==> config.mk <==
export PLATFORM = sky130hd
export DESIGN_NAME = sramx_axi_bridge
export DESIGN_NICKNAME = d
export VERILOG_FILES = /design/src/verilog/axi_pkg.sv /design/src/verilog/sramx_pkg.sv /design/src/verilog/sramx_axi_bridge.sv
export SDC_FILE = /design/constraint.sdc
export NUM_CORES = 1
export LEC_CHECK = 0
export ABC_AREA = 1
export BUFFER_PORTS_ARGS = -buffer_cell sky130_fd_sc_hd__buf_2
export CORE_ASPECT_RATIO = 1.2
export CORE_MARGIN = 2
export CORE_UTILIZATION = 38
export DETAILED_ROUTE_END_ITERATION = 16
export PLACE_DENSITY = 0.77
export SYNTH_ARGS = -nofsm -noshare
export SYNTH_HDL_FRONTEND = slang
export SYNTH_SLANG_ARGS = --single-unit
export TNS_END_PERCENT = 30
==> constraint.sdc <==
create_clock -name clk -period 2.3 [get_ports clk]
set_input_delay 0.115 -clock clk [delete_from_list [all_inputs] [get_ports clk]]
set_output_delay 0.115 -clock clk [all_outputs]
set_load 0.005 [all_outputs]
==> src/verilog/axi_pkg.sv <==
`default_nettype none

package axi_pkg;

    localparam int axi_addr_w = 32;
    localparam int axi_data_w = 32;
    localparam int axi_strb_w = axi_data_w / 8;

    localparam logic [1:0] resp_okay = 2'b00;  // the only response ever returned

    // backing store of the slave ram
    localparam int ram_words   = 1024;
    localparam int ram_index_w = $clog2(ram_words);

endpackage

`default_nettype wire

==> src/verilog/sramx_pkg.sv <==
`default_nettype none

package sramx_pkg;

    // cpu side request format
    localparam int sramx_addr_w = 32;
    localparam int sramx_data_w = 32;

    // access size, as driven by the cpu on size
    typedef logic [1:0] size_t;

    localparam size_t size_byte = 2'b00;
    localparam size_t size_half = 2'b01;
    localparam size_t size_word = 2'b10;

    // load/store buffer depth, a power of two so the indices wrap on their own
    localparam int lsb_depth   = 4;
    localparam int lsb_index_w = $clog2(lsb_depth);

endpackage

`default_nettype wire
==> src/verilog/sramx_axi_bridge.sv <==
`timescale 1ns/1ps
`default_nettype none

module sramx_axi_bridge
    import sramx_pkg::*, axi_pkg::*;
(
    input  logic                    clk,
    input  logic                    resetn,

    input  logic                    q_req,
    input  logic                    q_wr,
    input  size_t                   q_size,
    input  logic [sramx_addr_w-1:0] q_addr,
    input  logic [sramx_data_w-1:0] q_wdata,
    output logic                    b_addr_ok,
    output logic                    b_data_ok,
    output logic [sramx_data_w-1:0] b_rdata,

    output logic                    awvalid,
    input  logic                    awready,
    output logic [axi_addr_w-1:0]   awaddr,
    output logic                    wvalid,
    input  logic                    wready,
    output logic [axi_data_w-1:0]   wdata_axi,
    output logic [axi_strb_w-1:0]   wstrb,
    input  logic                    bvalid,
    output logic                    bready,
    input  logic [1:0]              bresp,
    output logic                    arvalid,
    input  logic                    arready,
    output logic [axi_addr_w-1:0]   araddr,
    input  logic                    rvalid,
    output logic                    rready,
    input  logic [axi_data_w-1:0]   rdata_axi,
    input  logic [1:0]              rresp
);

    logic                  busy;      // a transaction is open
    logic                  open;
    logic [axi_addr_w-1:0] txn_addr;
    logic [1:0]            rd_off;
    size_t                 rd_size;
    logic [axi_data_w-1:0] rd_lanes;

    function automatic logic [axi_strb_w-1:0] lane_strobe(size_t sz, logic [1:0] off);
        case (sz)
            size_byte: lane_strobe = 4'b0001 << off;
            size_half: lane_strobe = 4'b0011 << {off[1], 1'b0};
            default:   lane_strobe = 4'b1111;
        endcase
    endfunction

    // replicate narrow data so it lands on every lane the strobe may pick
    function automatic logic [axi_data_w-1:0] lane_data(size_t sz, logic [sramx_data_w-1:0] d);
        case (sz)
            size_byte: lane_data = {4{d[7:0]}};
            size_half: lane_data = {2{d[15:0]}};
            default:   lane_data = d;
        endcase
    endfunction

    assign open = !busy && q_req;

    always_ff @(posedge clk) begin
        if (resetn) begin
            busy    <= 1'b0;
            awvalid <= 1'b0;
            wvalid  <= 1'b0;
            arvalid <= 1'b0;
        end else if (open) begin
            busy    <= 1'b1;
            awvalid <= q_wr;
            wvalid  <= q_wr;
            arvalid <= !q_wr;
        end else begin
            if (awvalid && awready) begin
                awvalid <= 1'b0;
            end
            if (wvalid && wready) begin
                wvalid <= 1'b0;
            end
            if (arvalid && arready) begin
                arvalid <= 1'b0;
            end
            if (b_data_ok) begin
                busy <= 1'b0;
            end
        end
    end

    always_ff @(posedge clk) begin
        if (open) begin
            txn_addr  <= {q_addr[axi_addr_w-1:2], 2'b00};
            wdata_axi <= lane_data(q_size, q_wdata);
            wstrb     <= lane_strobe(q_size, q_addr[1:0]);
            rd_off    <= q_addr[1:0];
            rd_size   <= q_size;
        end
    end

    assign awaddr    = txn_addr;
    assign araddr    = txn_addr;
    assign bready    = 1'b1;
    assign rready    = 1'b1;

    assign b_addr_ok = (awvalid && awready) || (arvalid && arready);
    assign b_data_ok = (bvalid && bready) || (rvalid && rready);

    assign rd_lanes  = rdata_axi >> {rd_off, 3'b000};

    always_comb begin
        case (rd_size)
            size_byte: b_rdata = {{(sramx_data_w - 8){1'b0}}, rd_lanes[7:0]};
            size_half: b_rdata = {{(sramx_data_w - 16){1'b0}}, rd_lanes[15:0]};
            default:   b_rdata = rdata_axi;
        endcase
    end

endmodule

`default_nettype wire

=== Word-level counts from Yosys, hierarchy flattened ===
Index checks and enable logic that the tools add are counted.

* Bits in registers: 74
* Output and inout port bits: 139
* Logic and storage cells: 39

* Equal/unequal tests: 2
* Shift-type cells: 3
* Multiplexer cells: 11
* Reductions and logical operators: 14

{| class="wikitable"
|+ Operators by type and width
! operator !! number
|-
| one-hot mux 32 bit (2 select lines) || 2
|-
| right shift 32 x 5 -> 16 bit || 1
|-
| 2-to-1 mux 1 bit || 8
|-
| one-hot mux 4 bit (2 select lines) || 1
|-
| nonzero test 2 bit || 4
|-
| == test 2 x 1 -> 1 bit, second input constant || 2
|-
| logical AND 1 bit || 4
|-
| zero test 2 bit || 2
|-
| << shifter 1 x 2 -> 4 bit, first input constant || 1
|-
| << shifter 2 x 2 -> 4 bit, first input constant || 1
|-
| zero test 1 bit || 2
|-
| logical OR 1 bit || 2
|}

=== Longest topological paths before layout ===
Gate-level depths: netlist of the first run.

* Depth in word-level cells: 3
* Gate-level depth with buffers: 7

=== Worst setup path before layout of the first run ===
No wires, ideal clock.

* Path kind: register -> register
* Start: reg busy
* End: reg txn_addr[10] (netlist: araddr[10]) (enable)
* Arrival: 1,803 ps
* Data required time: 1,876 ps
* Path slack: 73 ps
* Cell stages (with the launch flop): 4
* Path buffers: 0
* Period minus slack after synthesis: 2,227 ps
* Cell sequence: dfxtp_1 inv_1 nand2_1 inv_1

* Longest elaborated chain between the ends: 2

{| class="wikitable"
|+ RTL lines
! what !! line !! text
|-
| from (decl) || sramx_axi_bridge.sv:38 || <nowiki>logic busy;</nowiki>
|-
| from (signal assigned) || sramx_axi_bridge.sv:66 || <nowiki>busy <= 1'b0;</nowiki>
|-
| from (signal assigned) || sramx_axi_bridge.sv:71 || <nowiki>busy <= 1'b1;</nowiki>
|-
| from (signal assigned) || sramx_axi_bridge.sv:86 || <nowiki>busy <= 1'b0;</nowiki>
|-
| zero test 1 bit || sramx_axi_bridge.sv:62 || <nowiki>assign open = !busy && q_req;</nowiki>
|-
| logical AND 1 bit || sramx_axi_bridge.sv:62 ||
|-
| named net open || sramx_axi_bridge.sv:39 || <nowiki>logic open;</nowiki>
|-
| to (signal assigned) || sramx_axi_bridge.sv:93 || <nowiki>txn_addr <= {q_addr[axi_addr_w-1:2], 2'b00};</nowiki>
|-
| to (decl) || sramx_axi_bridge.sv:40 || <nowiki>logic [axi_addr_w-1:0] txn_addr;</nowiki>
|}

The timed path passes the listed nets, and every way through them passes these cells.
A chain may end at the register's enable or synchronous reset.

=== Worst setup path in the final report of the first run ===
* Start: reg rd_size[1]
* End: out b_rdata[7]

* Longest elaborated chain between the ends: 2

{| class="wikitable"
|+ RTL lines
! what !! line !! text
|-
| from (decl) || sramx_axi_bridge.sv:42 || <nowiki>size_t rd_size;</nowiki>
|-
| from (signal assigned) || sramx_axi_bridge.sv:97 || <nowiki>rd_size <= q_size;</nowiki>
|-
| == test 2 x 1 -> 1 bit / zero test 2 bit (equally long branches) || sramx_axi_bridge.sv:112 || <nowiki>case (rd_size)</nowiki>
|-
| one-hot mux 32 bit (2 select lines) * || sramx_axi_bridge.sv:112 ||
|-
| to (decl) || sramx_axi_bridge.sv:17 || <nowiki>output logic [sramx_data_w-1:0] b_rdata,</nowiki>
|}

Mark *: on every way between the ends. The rest lies on a longest branch, timed or not.

==> results of run 1 <==
metrics by stage:
stage / hold WS, ns / total power (uW)
after detailed placement: 0.293 / 2170
after global routing: 0.00499 / 3660
after global placement: 0.292 / 2150
final: 0.0203 / 3510
after CTS: 0.000990 / 3540
after floorplan: 0.184 / 1910
sequential cells by signal (all words and copies together) (netlist names):
name and cells:
rd_size 2, awvalid 1, rd_off 2, wstrb 4, arvalid 1, busy 1
wdata_axi 32, araddr 30, wvalid 1
cell families after synthesis:
group           after synthesis  share of synthesized area (%)
compound gates               22                           3.42
other cells                   2                          0.201
flops                        74                           58.4
buf+inv                     108                           15.4
simple gates                211                           22.6
path summary, 6_finish.rpt:
path         startpoint      endpoint  slack, ns  cells past startpoint
max          rd_size[1]    b_rdata[7]       0.25                      5
min          q_wdata[1]  wdata_axi[1]       0.02                      1
max reg2reg        busy      wstrb[2]       0.86                      4
min reg2reg        busy          busy       0.49                      2
layout by cell type, fill, tap and decap left out, drive strengths merged:
cell type and count:
o211ai 4, nand3b 1, a21oi 2, clkbuf 11
clkinv 4, conb 6, nand2 179, nand3 22
inv 61, dlygate4sd3 38, edfxtp 70, a22o 1
nor2 8, buf 241, dfxtp 4, o21ai 15
or2 1, bufinv 1
power groups by stage:
stage / clock network [uW] / logic [uW] / registers (uW)
4_1_cts: 1340 / 566 / 1630
3_3_place_gp: 0 / 501 / 1650
5_1_grt: 1390 / 635 / 1640
2_1_floorplan: 0 / 260 / 1650
6_report: 1310 / 573 / 1630
3_5_place_dp: 0 / 514 / 1660
metal layers:
layer	part of all wire (%)	track usage, %
met3	8.8	5.91
met2	53	38.6
met5	0	0
met4	2.3	8.21
met1	36	21.2
what timing repair did:
action / in CTS / in global routing
buffers inserted: 0 / 1
setup endpoints to repair: 0 / 2
hold buffers: 38 / 0
hold endpoints to repair: 39 / 0
cell type report:
| class | instances | area [sq um] | share of cell area, % |
|---|---|---|---|
| timing repair buffer | 280 | 1600 | 29.4 |
| multi-input combinational | 239 | 993 | 18.3 |
| inverter | 61 | 229 | 4.21 |
| tap | 123 | 154 | 2.83 |
| clock inverter | 5 | 46.3 | 0.852 |
| clock buffer | 10 | 229 | 4.21 |
| sequential | 74 | 2180 | 40.2 |
==> flow_summary_export.csv, run 1 <==
group,metric,value,unit
cells_and_area,fin_area,5430,sq um
clock_network,clock_latency,0.32,ns
sta,slew_viol_final,0,
grt,grt_max_degree,47,
worst_setup_path,end_kind,"primary output",
worst_setup_path,worstPathRequired,2.18,ns
yosys,ys_seq_area_share,58.4,%
worst_setup_path,crit_path_max_incr_delay,0.89,ns
sta,hold_viol_final,0,
worst_setup_path,arrival,1.94,ns
yosys,synthArstFlopShare,0,%
sta,skew,0.00331,ns
floorplan,fp-row-count,39,
placed_design,gp_congestion,0.884,
worst_setup_path,path_max_fanout,26,
power,clkPwrFrac,37.3,%
power,peakVddDrop,0.469,mV
cells_and_area,diodes,0,
power,cellPowerDensity,646,nW/um^2
grt,grt_pass1_vias,3547,
worst_setup_path,critical-path-top-delay-family,"flip-flops",
sta,slew_headroom,44.4,%
yosys,synth_top_area_cell,"edfxtp_1",
cells_and_area,drive_gt1_share,39.2,%
detailed_routing,wl_per_cell,14.2,um
detailed_routing,dr_total_vias,3600,
yosys,synth_cell_types,21,
sta,rsz0062_at_grt,"no",
worst_setup_path,cp-start-kind,"flop",
yosys,syn_inst,417,
floorplan,fp.dieW,94.5,um
power,p_sw,837,uW
power,seq_power_share,46.4,%
cells_and_area,nFillCells,860,
power,leakagePower,0.00293,uW
sta,worst_slack,0.249,ns
sta,fin_tns_setup,0,ns
placed_design,hpwl,8270,um
placed_design,dpl_cell_area,4770,sq um
clock_network,cts_root_buf,"clkbuf_16",
clock_network,clk_path_buf_depth,2,
cells_and_area,nNetsFinal,776,
cells_and_area,post-route-util,56.8,%
cells_and_area,fin_cells,792,
sta,setup_viol,0,
clock_network,clock_sinks,74,
detailed_routing,drt-vias-per-instance,4.55,
worst_setup_path,worstPathCellList,"inv_2 > o21ai_2 > nand2_1 > nand2_1 > buf_2",
floorplan,io_pins,250,
floorplan,die-area,10600,sq um
yosys,synth-edff-count,70,
detailed_routing,routed_wirelength,11300,um
clock_network,cts_tree,"built",
detailed_routing,drtIter0Drc,178,
yosys,synth.most_common_cell,"nand2_1",
floorplan,fp.coreArea,9560,sq um
clock_network,cts_resized,0,
sta,fmax,488,MHz
grt,antenna_found_initial,0,
detailed_routing,drt_first_pass_iters,5,
detailed_routing,ant_nets,0,
worst_hold_path,hold_path_class,"primary input to flop",
grt,grt_pass1_wl,16800,um
worst_setup_path,slowest_stage,"edfxtp_1",
placed_design,dp.cells,738,
run_status,outcome,"complete, no violations",
yosys,synth_top_area_share,56.3,%
yosys,synth_seq_cells,74,
grt,grtUsageTotal,20.6,%
power,p_int,2670,uW
floorplan,initial_core_util,39.1,%
grt,grt-ovfl-total,0,
yosys,synth_top_cells_by_count,"nand2_1, edfxtp_1, inv_1",
yosys,ys.flop_type,"edfxtp_1",
sta,period_needed,2.05,ns
worst_setup_path,path_class,"flop to primary output",
yosys,synth_area,3730,sq um
detailed_routing,drc_errors,0,
clock_network,cts_made_buffers,9,
run,max-cap-violations,0,
clock_network,clk_pin_slew,0.06,ns
worst_setup_path,critical_path.most_common_cell,"nand2_1",
placed_design,port_buffers,239,
placed_design,place_ws,0.480,ns
worst_setup_path,cp.buffers_inverters,2,
sta,worst_pin_slew,0.834,ns
yosys,syn_avg_cell_area,8.96,sq um
yosys,synthTopCellsByArea,"edfxtp_1, nand2_1, buf_4",
sta,period_share,89.2,%
power,switching_share,23.8,%
yosys,synth_warnings,0,
cells_and_area,areaGrowthSynthToFinish,45.5,%
floorplan,die_y,113,um
power,p_comb_share,16.3,%
clock_network,cts.htree.levels,3,
Power figures use the tool's default switching activity.
==> inputs of run 2 (changes only) <==
--- a/config.mk
+++ b/config.mk
@@ -11,7 +11,7 @@
 export CORE_MARGIN = 2
 export CORE_UTILIZATION = 38
 export DETAILED_ROUTE_END_ITERATION = 16
-export PLACE_DENSITY = 0.77
+export PLACE_DENSITY_LB_ADDON = 0.3
 export SYNTH_ARGS = -nofsm -noshare
 export SYNTH_HDL_FRONTEND = slang
 export SYNTH_SLANG_ARGS = --single-unit
==> flow_summary_export.csv, run 2 (synthesis results as in run 1) <==
group,metric,value,unit
worst_setup_path,path_max_fanout,17,
worst_setup_path,arrival,1.82,ns
placed_design,place_ws,0.508,ns
clock_network,clk_path_buf_depth,2,
cells_and_area,mostFrequentLayoutCells,"buf_2, nand2_1, edfxtp_1",
sta,worst_slack,0.366,ns
worst_setup_path,worstPathCellList,"inv_2 > nor2_4 > nand2_1 > nand2_1 > nand2_1 > nand2_1 > buf_2",
cells_and_area,diodes,0,
detailed_routing,routed_wirelength,10500,um
worst_setup_path,end_kind,"primary output",
sta,hold_viol_final,0,
sta,fmax,517,MHz
cells_and_area,nNetsFinal,779,
worst_setup_path,cp.buffers_inverters,2,
run_status,outcome,"complete, no violations",
sta,setup_viol,0,
worst_setup_path,path_class,"flop to primary output",
detailed_routing,dr_total_vias,3583,
clock_network,cts_root_buf,"clkbuf_16",
cells_and_area,regMostFlops,"wdata_axi",
sta,fin_tns_setup,0,ns
clock_network,cts_tree,"built",
clock_network,cts.htree.levels,3,
cells_and_area,post-route-util,57.2,%
grt,grt-ovfl-total,0,
clock_network,clock_latency,0.32,ns
sta,worst_pin_slew,0.763,ns
grt,grt_max_degree,48,
run,max-cap-violations,0,
worst_setup_path,slowest_stage,"edfxtp_1",
cells_and_area,areaGrowthSynthToFinish,46.6,%
clock_network,cts_resized,0,
grt,grt_pass1_vias,3459,
cells_and_area,layout_commonest_cell,"buf_2",
cells_and_area,drive_gt1_share,39.4,%
floorplan,initial_core_util,39.1,%
floorplan,die_y,113,um
power,leakagePower,0.00295,uW
worst_setup_path,critical-path-top-delay-family,"flip-flops",
detailed_routing,ant_nets,0,
sta,rsz0062_at_grt,"no",
grt,antenna_found_initial,0,
placed_design,dpl_cell_area,4800,sq um
sta,slew_viol_final,0,
floorplan,fp.dieW,94.5,um
placed_design,gp_congestion,0.858,
grt,grt_pass1_wl,15900,um
detailed_routing,wl_per_cell,13.2,um
worst_hold_path,hold_path_class,"primary input to flop",
grt,grtUsageTotal,19.6,%
worst_setup_path,crit_path_max_incr_delay,0.63,ns
clock_network,clk_pin_slew,0.05,ns
cells_and_area,fin_area,5480,sq um
detailed_routing,drtIter0Drc,154,
clock_network,cts_made_buffers,9,
sta,period_share,84.1,%
detailed_routing,drt-vias-per-instance,4.50,
floorplan,fp-row-count,39,
clock_network,clock_sinks,74,
placed_design,hpwl,7750,um
placed_design,port_buffers,239,
floorplan,fp.coreArea,9560,sq um
sta,slew_headroom,49.0,%
sta,skew,0.00434,ns
worst_setup_path,cp-start-kind,"flop",
detailed_routing,drc_errors,0,
power,peakVddDrop,0.583,mV
cells_and_area,largest_reg_flops,32,
floorplan,io_pins,250,
power,cellPowerDensity,643,nW/um^2
worst_setup_path,worstPathRequired,2.18,ns
worst_setup_path,critical_path.most_common_cell,"nand2_1",
sta,hold_slack,0.0170,ns
floorplan,die-area,10600,sq um
detailed_routing,drt_first_pass_iters,6,
sta,period_needed,1.93,ns
-- run 2: cell count changes in the layout (fill, tap and decap cells not counted) --
cell | previous run | this run
buf_12 | 0 | 1
buf_4 | 2 | 3
clkbuf_1 | 1 | 4
clkinv_1 | 3 | 0
clkinv_2 | 1 | 2
dlygate4sd3_1 | 38 | 39
-- run 2: what timing repair did --
item,in CTS,in global routing
hold endpoints to repair,40,0
endpoints found under the setup margin,0,6
hold buffers,39,0
setup buffers,0,1
-- run 2: path summary, 6_finish.rpt --
path / start / slack, ns / to / cells past startpoint
max: rd_off[0] / 0.37 / b_rdata[2] / 7
min: q_addr[1] / 0.02 / rd_off[1] / 1
max reg2reg: busy / 1.08 / araddr[26] / 4
min reg2reg: busy / 0.50 / busy / 2
-- run 2: layer usage --
layer  up-vias  part of all wire (%)  GRT usage [%]
met5         -                     0              0
met4         0                   2.7           9.18
met3        23                    11           7.25
met2       195                    51           35.3
met1      1595                    36           19.6
li1       1770                     -              -
-- run 2: through the flow --
step / total power (uW) / std cells
2_1_floorplan: 1910 / 421
3_3_place_gp: 2160 / 740
3_5_place_dp: 2170 / 740
4_1_cts: 3550 / 795
5_1_grt: 3670 / 796
6_report: 3520 / 796
-- run 2: cell type report --
class / instances / area (sq um)
Clock buffer: 13 / 240
Multi-Input combinational cell: 239 / 993
Sequential cell: 74 / 2180
Fill cell: 868 / 4090
Timing Repair Buffer: 283 / 1640
Tap cell: 123 / 154
Clock inverter: 3 / 40.0
Inverter: 61 / 229
-- run 2: power breakdown --
part           switching [uW]  internal (uW)  total (uW)
clock network             488            837        1320
registers                34.7           1580        1620
logic                     303            275         578
total                     826           2700        3520
-- run 2: worst register-to-register path: cells and delay by family (launching register included) --
| kind | cells | cell delay [ns] |
|---|---|---|
| buf+inv | 3 | 0.46 |
| simple gates | 1 | 0.12 |
| flops | 1 | 0.31 |
==> inputs of run 3 (changes only) <==
--- a/config.mk
+++ b/config.mk
@@ -9,7 +9,7 @@
 export BUFFER_PORTS_ARGS = -buffer_cell sky130_fd_sc_hd__buf_2
 export CORE_ASPECT_RATIO = 1.2
 export CORE_MARGIN = 2
-export CORE_UTILIZATION = 38
+export CORE_UTILIZATION = 42
 export DETAILED_ROUTE_END_ITERATION = 16
 export PLACE_DENSITY_LB_ADDON = 0.3
 export SYNTH_ARGS = -nofsm -noshare
==> constraint.sdc (replaced) <==
create_clock -name clk -period 1.8 [get_ports clk]
set_input_delay 0.09 -clock clk [delete_from_list [all_inputs] [get_ports clk]]
set_output_delay 0.09 -clock clk [all_outputs]
set_load 0.005 [all_outputs]
==> flow_summary_export.csv, run 3 (synthesis results as in run 1) <==
group,metric,value,unit
worst_setup_path,r2r_start,"busy",
worst_setup_path,path_class,"flop to primary output",
worst_setup_path,r2r_slack,0.31,ns
cells_and_area,nNetsFinal,788,
clock_network,cts_made_buffers,9,
floorplan,fp-row-count,37,
worst_setup_path,cp.buffers_inverters,3,
floorplan,io_pins,250,
placed_design,dpl_cell_area,4830,sq um
floorplan,die-area,9670,sq um
sta,worst_slack,0.120,ns
run,max-cap-violations,0,
power,cellPowerDensity,724,nW/um^2
grt,grt_pass1_wl,16300,um
cells_and_area,diodes,0,
clock_network,clk_pin_slew,0.08,ns
sta,period_needed,1.68,ns
cells_and_area,regMostFlops,"wdata_axi",
cells_and_area,largest_reg_flops,32,
cells_and_area,fin_area,5450,sq um
worst_hold_path,holdPathEnd,"wdata_axi[22]",
detailed_routing,dr_total_vias,3587,
detailed_routing,drtIter0Drc,101,
clock_network,cts.htree.levels,3,
cells_and_area,multi_input_comb_area,1010,sq um
worst_setup_path,critical-path-top-delay-family,"flip-flops",
grt,grt_max_degree,41,
detailed_routing,routed_wirelength,10700,um
worst_setup_path,worstPathRequired,1.71,ns
sta,fmax,595,MHz
cells_and_area,drive_gt1_share,40.5,%
worst_setup_path,arrival,1.59,ns
clock_network,clock_sinks,74,
floorplan,initial_core_util,43.4,%
worst_setup_path,slowest_stage,"edfxtp_1",
sta,rsz0062_at_grt,"no",
floorplan,fp.coreArea,8610,sq um
detailed_routing,ant_nets,0,
grt,grt_pass1_vias,3461,
clock_network,cts_tree,"built",
worst_setup_path,worstPathCellList,"buf_4 > buf_4 > nand3_1 > nand2_1 > nand2_1 > nand2_1 > buf_2",
detailed_routing,drc_errors,0,
worst_hold_path,hold_depth,3,
sta,skew,0.00793,ns
clock_network,clock_latency,0.34,ns
grt,grt-ovfl-total,0,
detailed_routing,drt-vias-per-instance,4.49,
worst_hold_path,hold_path_class,"primary input to flop",
grt,grtUsageTotal,21.4,%
sta,period_share,93.4,%
detailed_routing,wl_per_cell,13.5,um
sta,hold_viol_final,0,
cells_and_area,fin_cells,799,
clock_network,clk_path_buf_depth,2,
placed_design,hpwl,7770,um
cells_and_area,areaGrowthSynthToFinish,46.0,%
run_status,outcome,"complete, no violations",
power,leakagePower,0.00293,uW
cells_and_area,nFillCells,728,
worst_setup_path,cp-start-kind,"flop",
placed_design,gp_congestion,0.973,
worst_setup_path,crit_path_max_incr_delay,0.48,ns
cells_and_area,mostFrequentLayoutCells,"buf_2, nand2_1, edfxtp_1",
worst_hold_path,hp-start,"q_wdata[22]",
floorplan,fp.dieW,90.1,um
sta,fin_tns_setup,0,ns
sta,hold_slack,0.0125,ns
cells_and_area,layout_commonest_cell,"buf_2",
placed_design,place_ws,0.436,ns
worst_setup_path,end_kind,"primary output",
sta,slew_viol_final,0,
sta,setup_viol,0,
worst_setup_path,critical_path.startpoint,"rd_off[1]",
worst_setup_path,timing.rr.end,"arvalid",
worst_setup_path,path_max_fanout,6,
clock_network,cts_root_buf,"clkbuf_8",
cells_and_area,seq_area,2180,sq um
grt,antenna_found_initial,0,
placed_design,port_buffers,239,
worst_setup_path,critical_path.most_common_cell,"nand2_1",
placed_design,dp.cells,738,
power,peakVddDrop,0.597,mV
worst_setup_path,rr_worst_depth,5,
floorplan,die_y,107,um
detailed_routing,drt_first_pass_iters,4,
[run 3: timing repair]
item,CTS,global route
hold buffers,43,0
endpoints found under the setup margin,0,11
resized for setup,0,1
endpoints found under the hold margin,43,0
buffers inserted,0,2
[run 3: final cells by class]
cell class / instances / area share, %
Sequential cell: 74 / 40.0
Timing Repair Buffer: 292 / 31.4
Multi-Input combinational cell: 239 / 18.5
Inverter: 61 / 4.27
Tap cell: 117 / 2.68
Clock buffer: 10 / 2.34
Clock inverter: 6 / 0.757
[run 3: per-stage QoR]
step,power (uW),util (%)
after floorplan,2450,-
after global placement,2760,56.1
after detailed placement,2780,56.1
after CTS,3980,63.1
after global routing,4140,63.3
final,3950,63.3
[run 3: routing by layer]
| metal | vias up | share of wire (%) | track usage (%) |
|---|---|---|---|
| li1 | 1785 | - | - |
| met1 | 1599 | 37 | 23.8 |
| met2 | 186 | 52 | 39.2 |
| met3 | 17 | 7.9 | 5.46 |
| met4 | 0 | 2.1 | 8.35 |
| met5 | - | 0 | 0 |
[run 3: how the worst max path moves through the flow]
stage / depth (start not counted) / end
floorplan: 3 / araddr[10]
global placement: 7 / b_rdata[8]
finish: 7 / b_rdata[7]
CTS: 7 / b_rdata[12]
detailed placement: 7 / b_rdata[12]
global route: 7 / b_rdata[11]
[run 3: tightest hold or removal path, stage by stage]
cell,delay [ns]
buf_2,0.07
nand2_1,0.04
nand2_1,0.05
[run 3: report_power, final]
| part | switching, uW | total [uW] | internal (uW) | leakage [uW] |
|---|---|---|---|---|
| combinational | 398 | 765 | 367 | 0.00214 |
| sequential | 42.9 | 2060 | 2020 | 0.000707 |
| clock | 623 | 1120 | 500 | 0.0000787 |
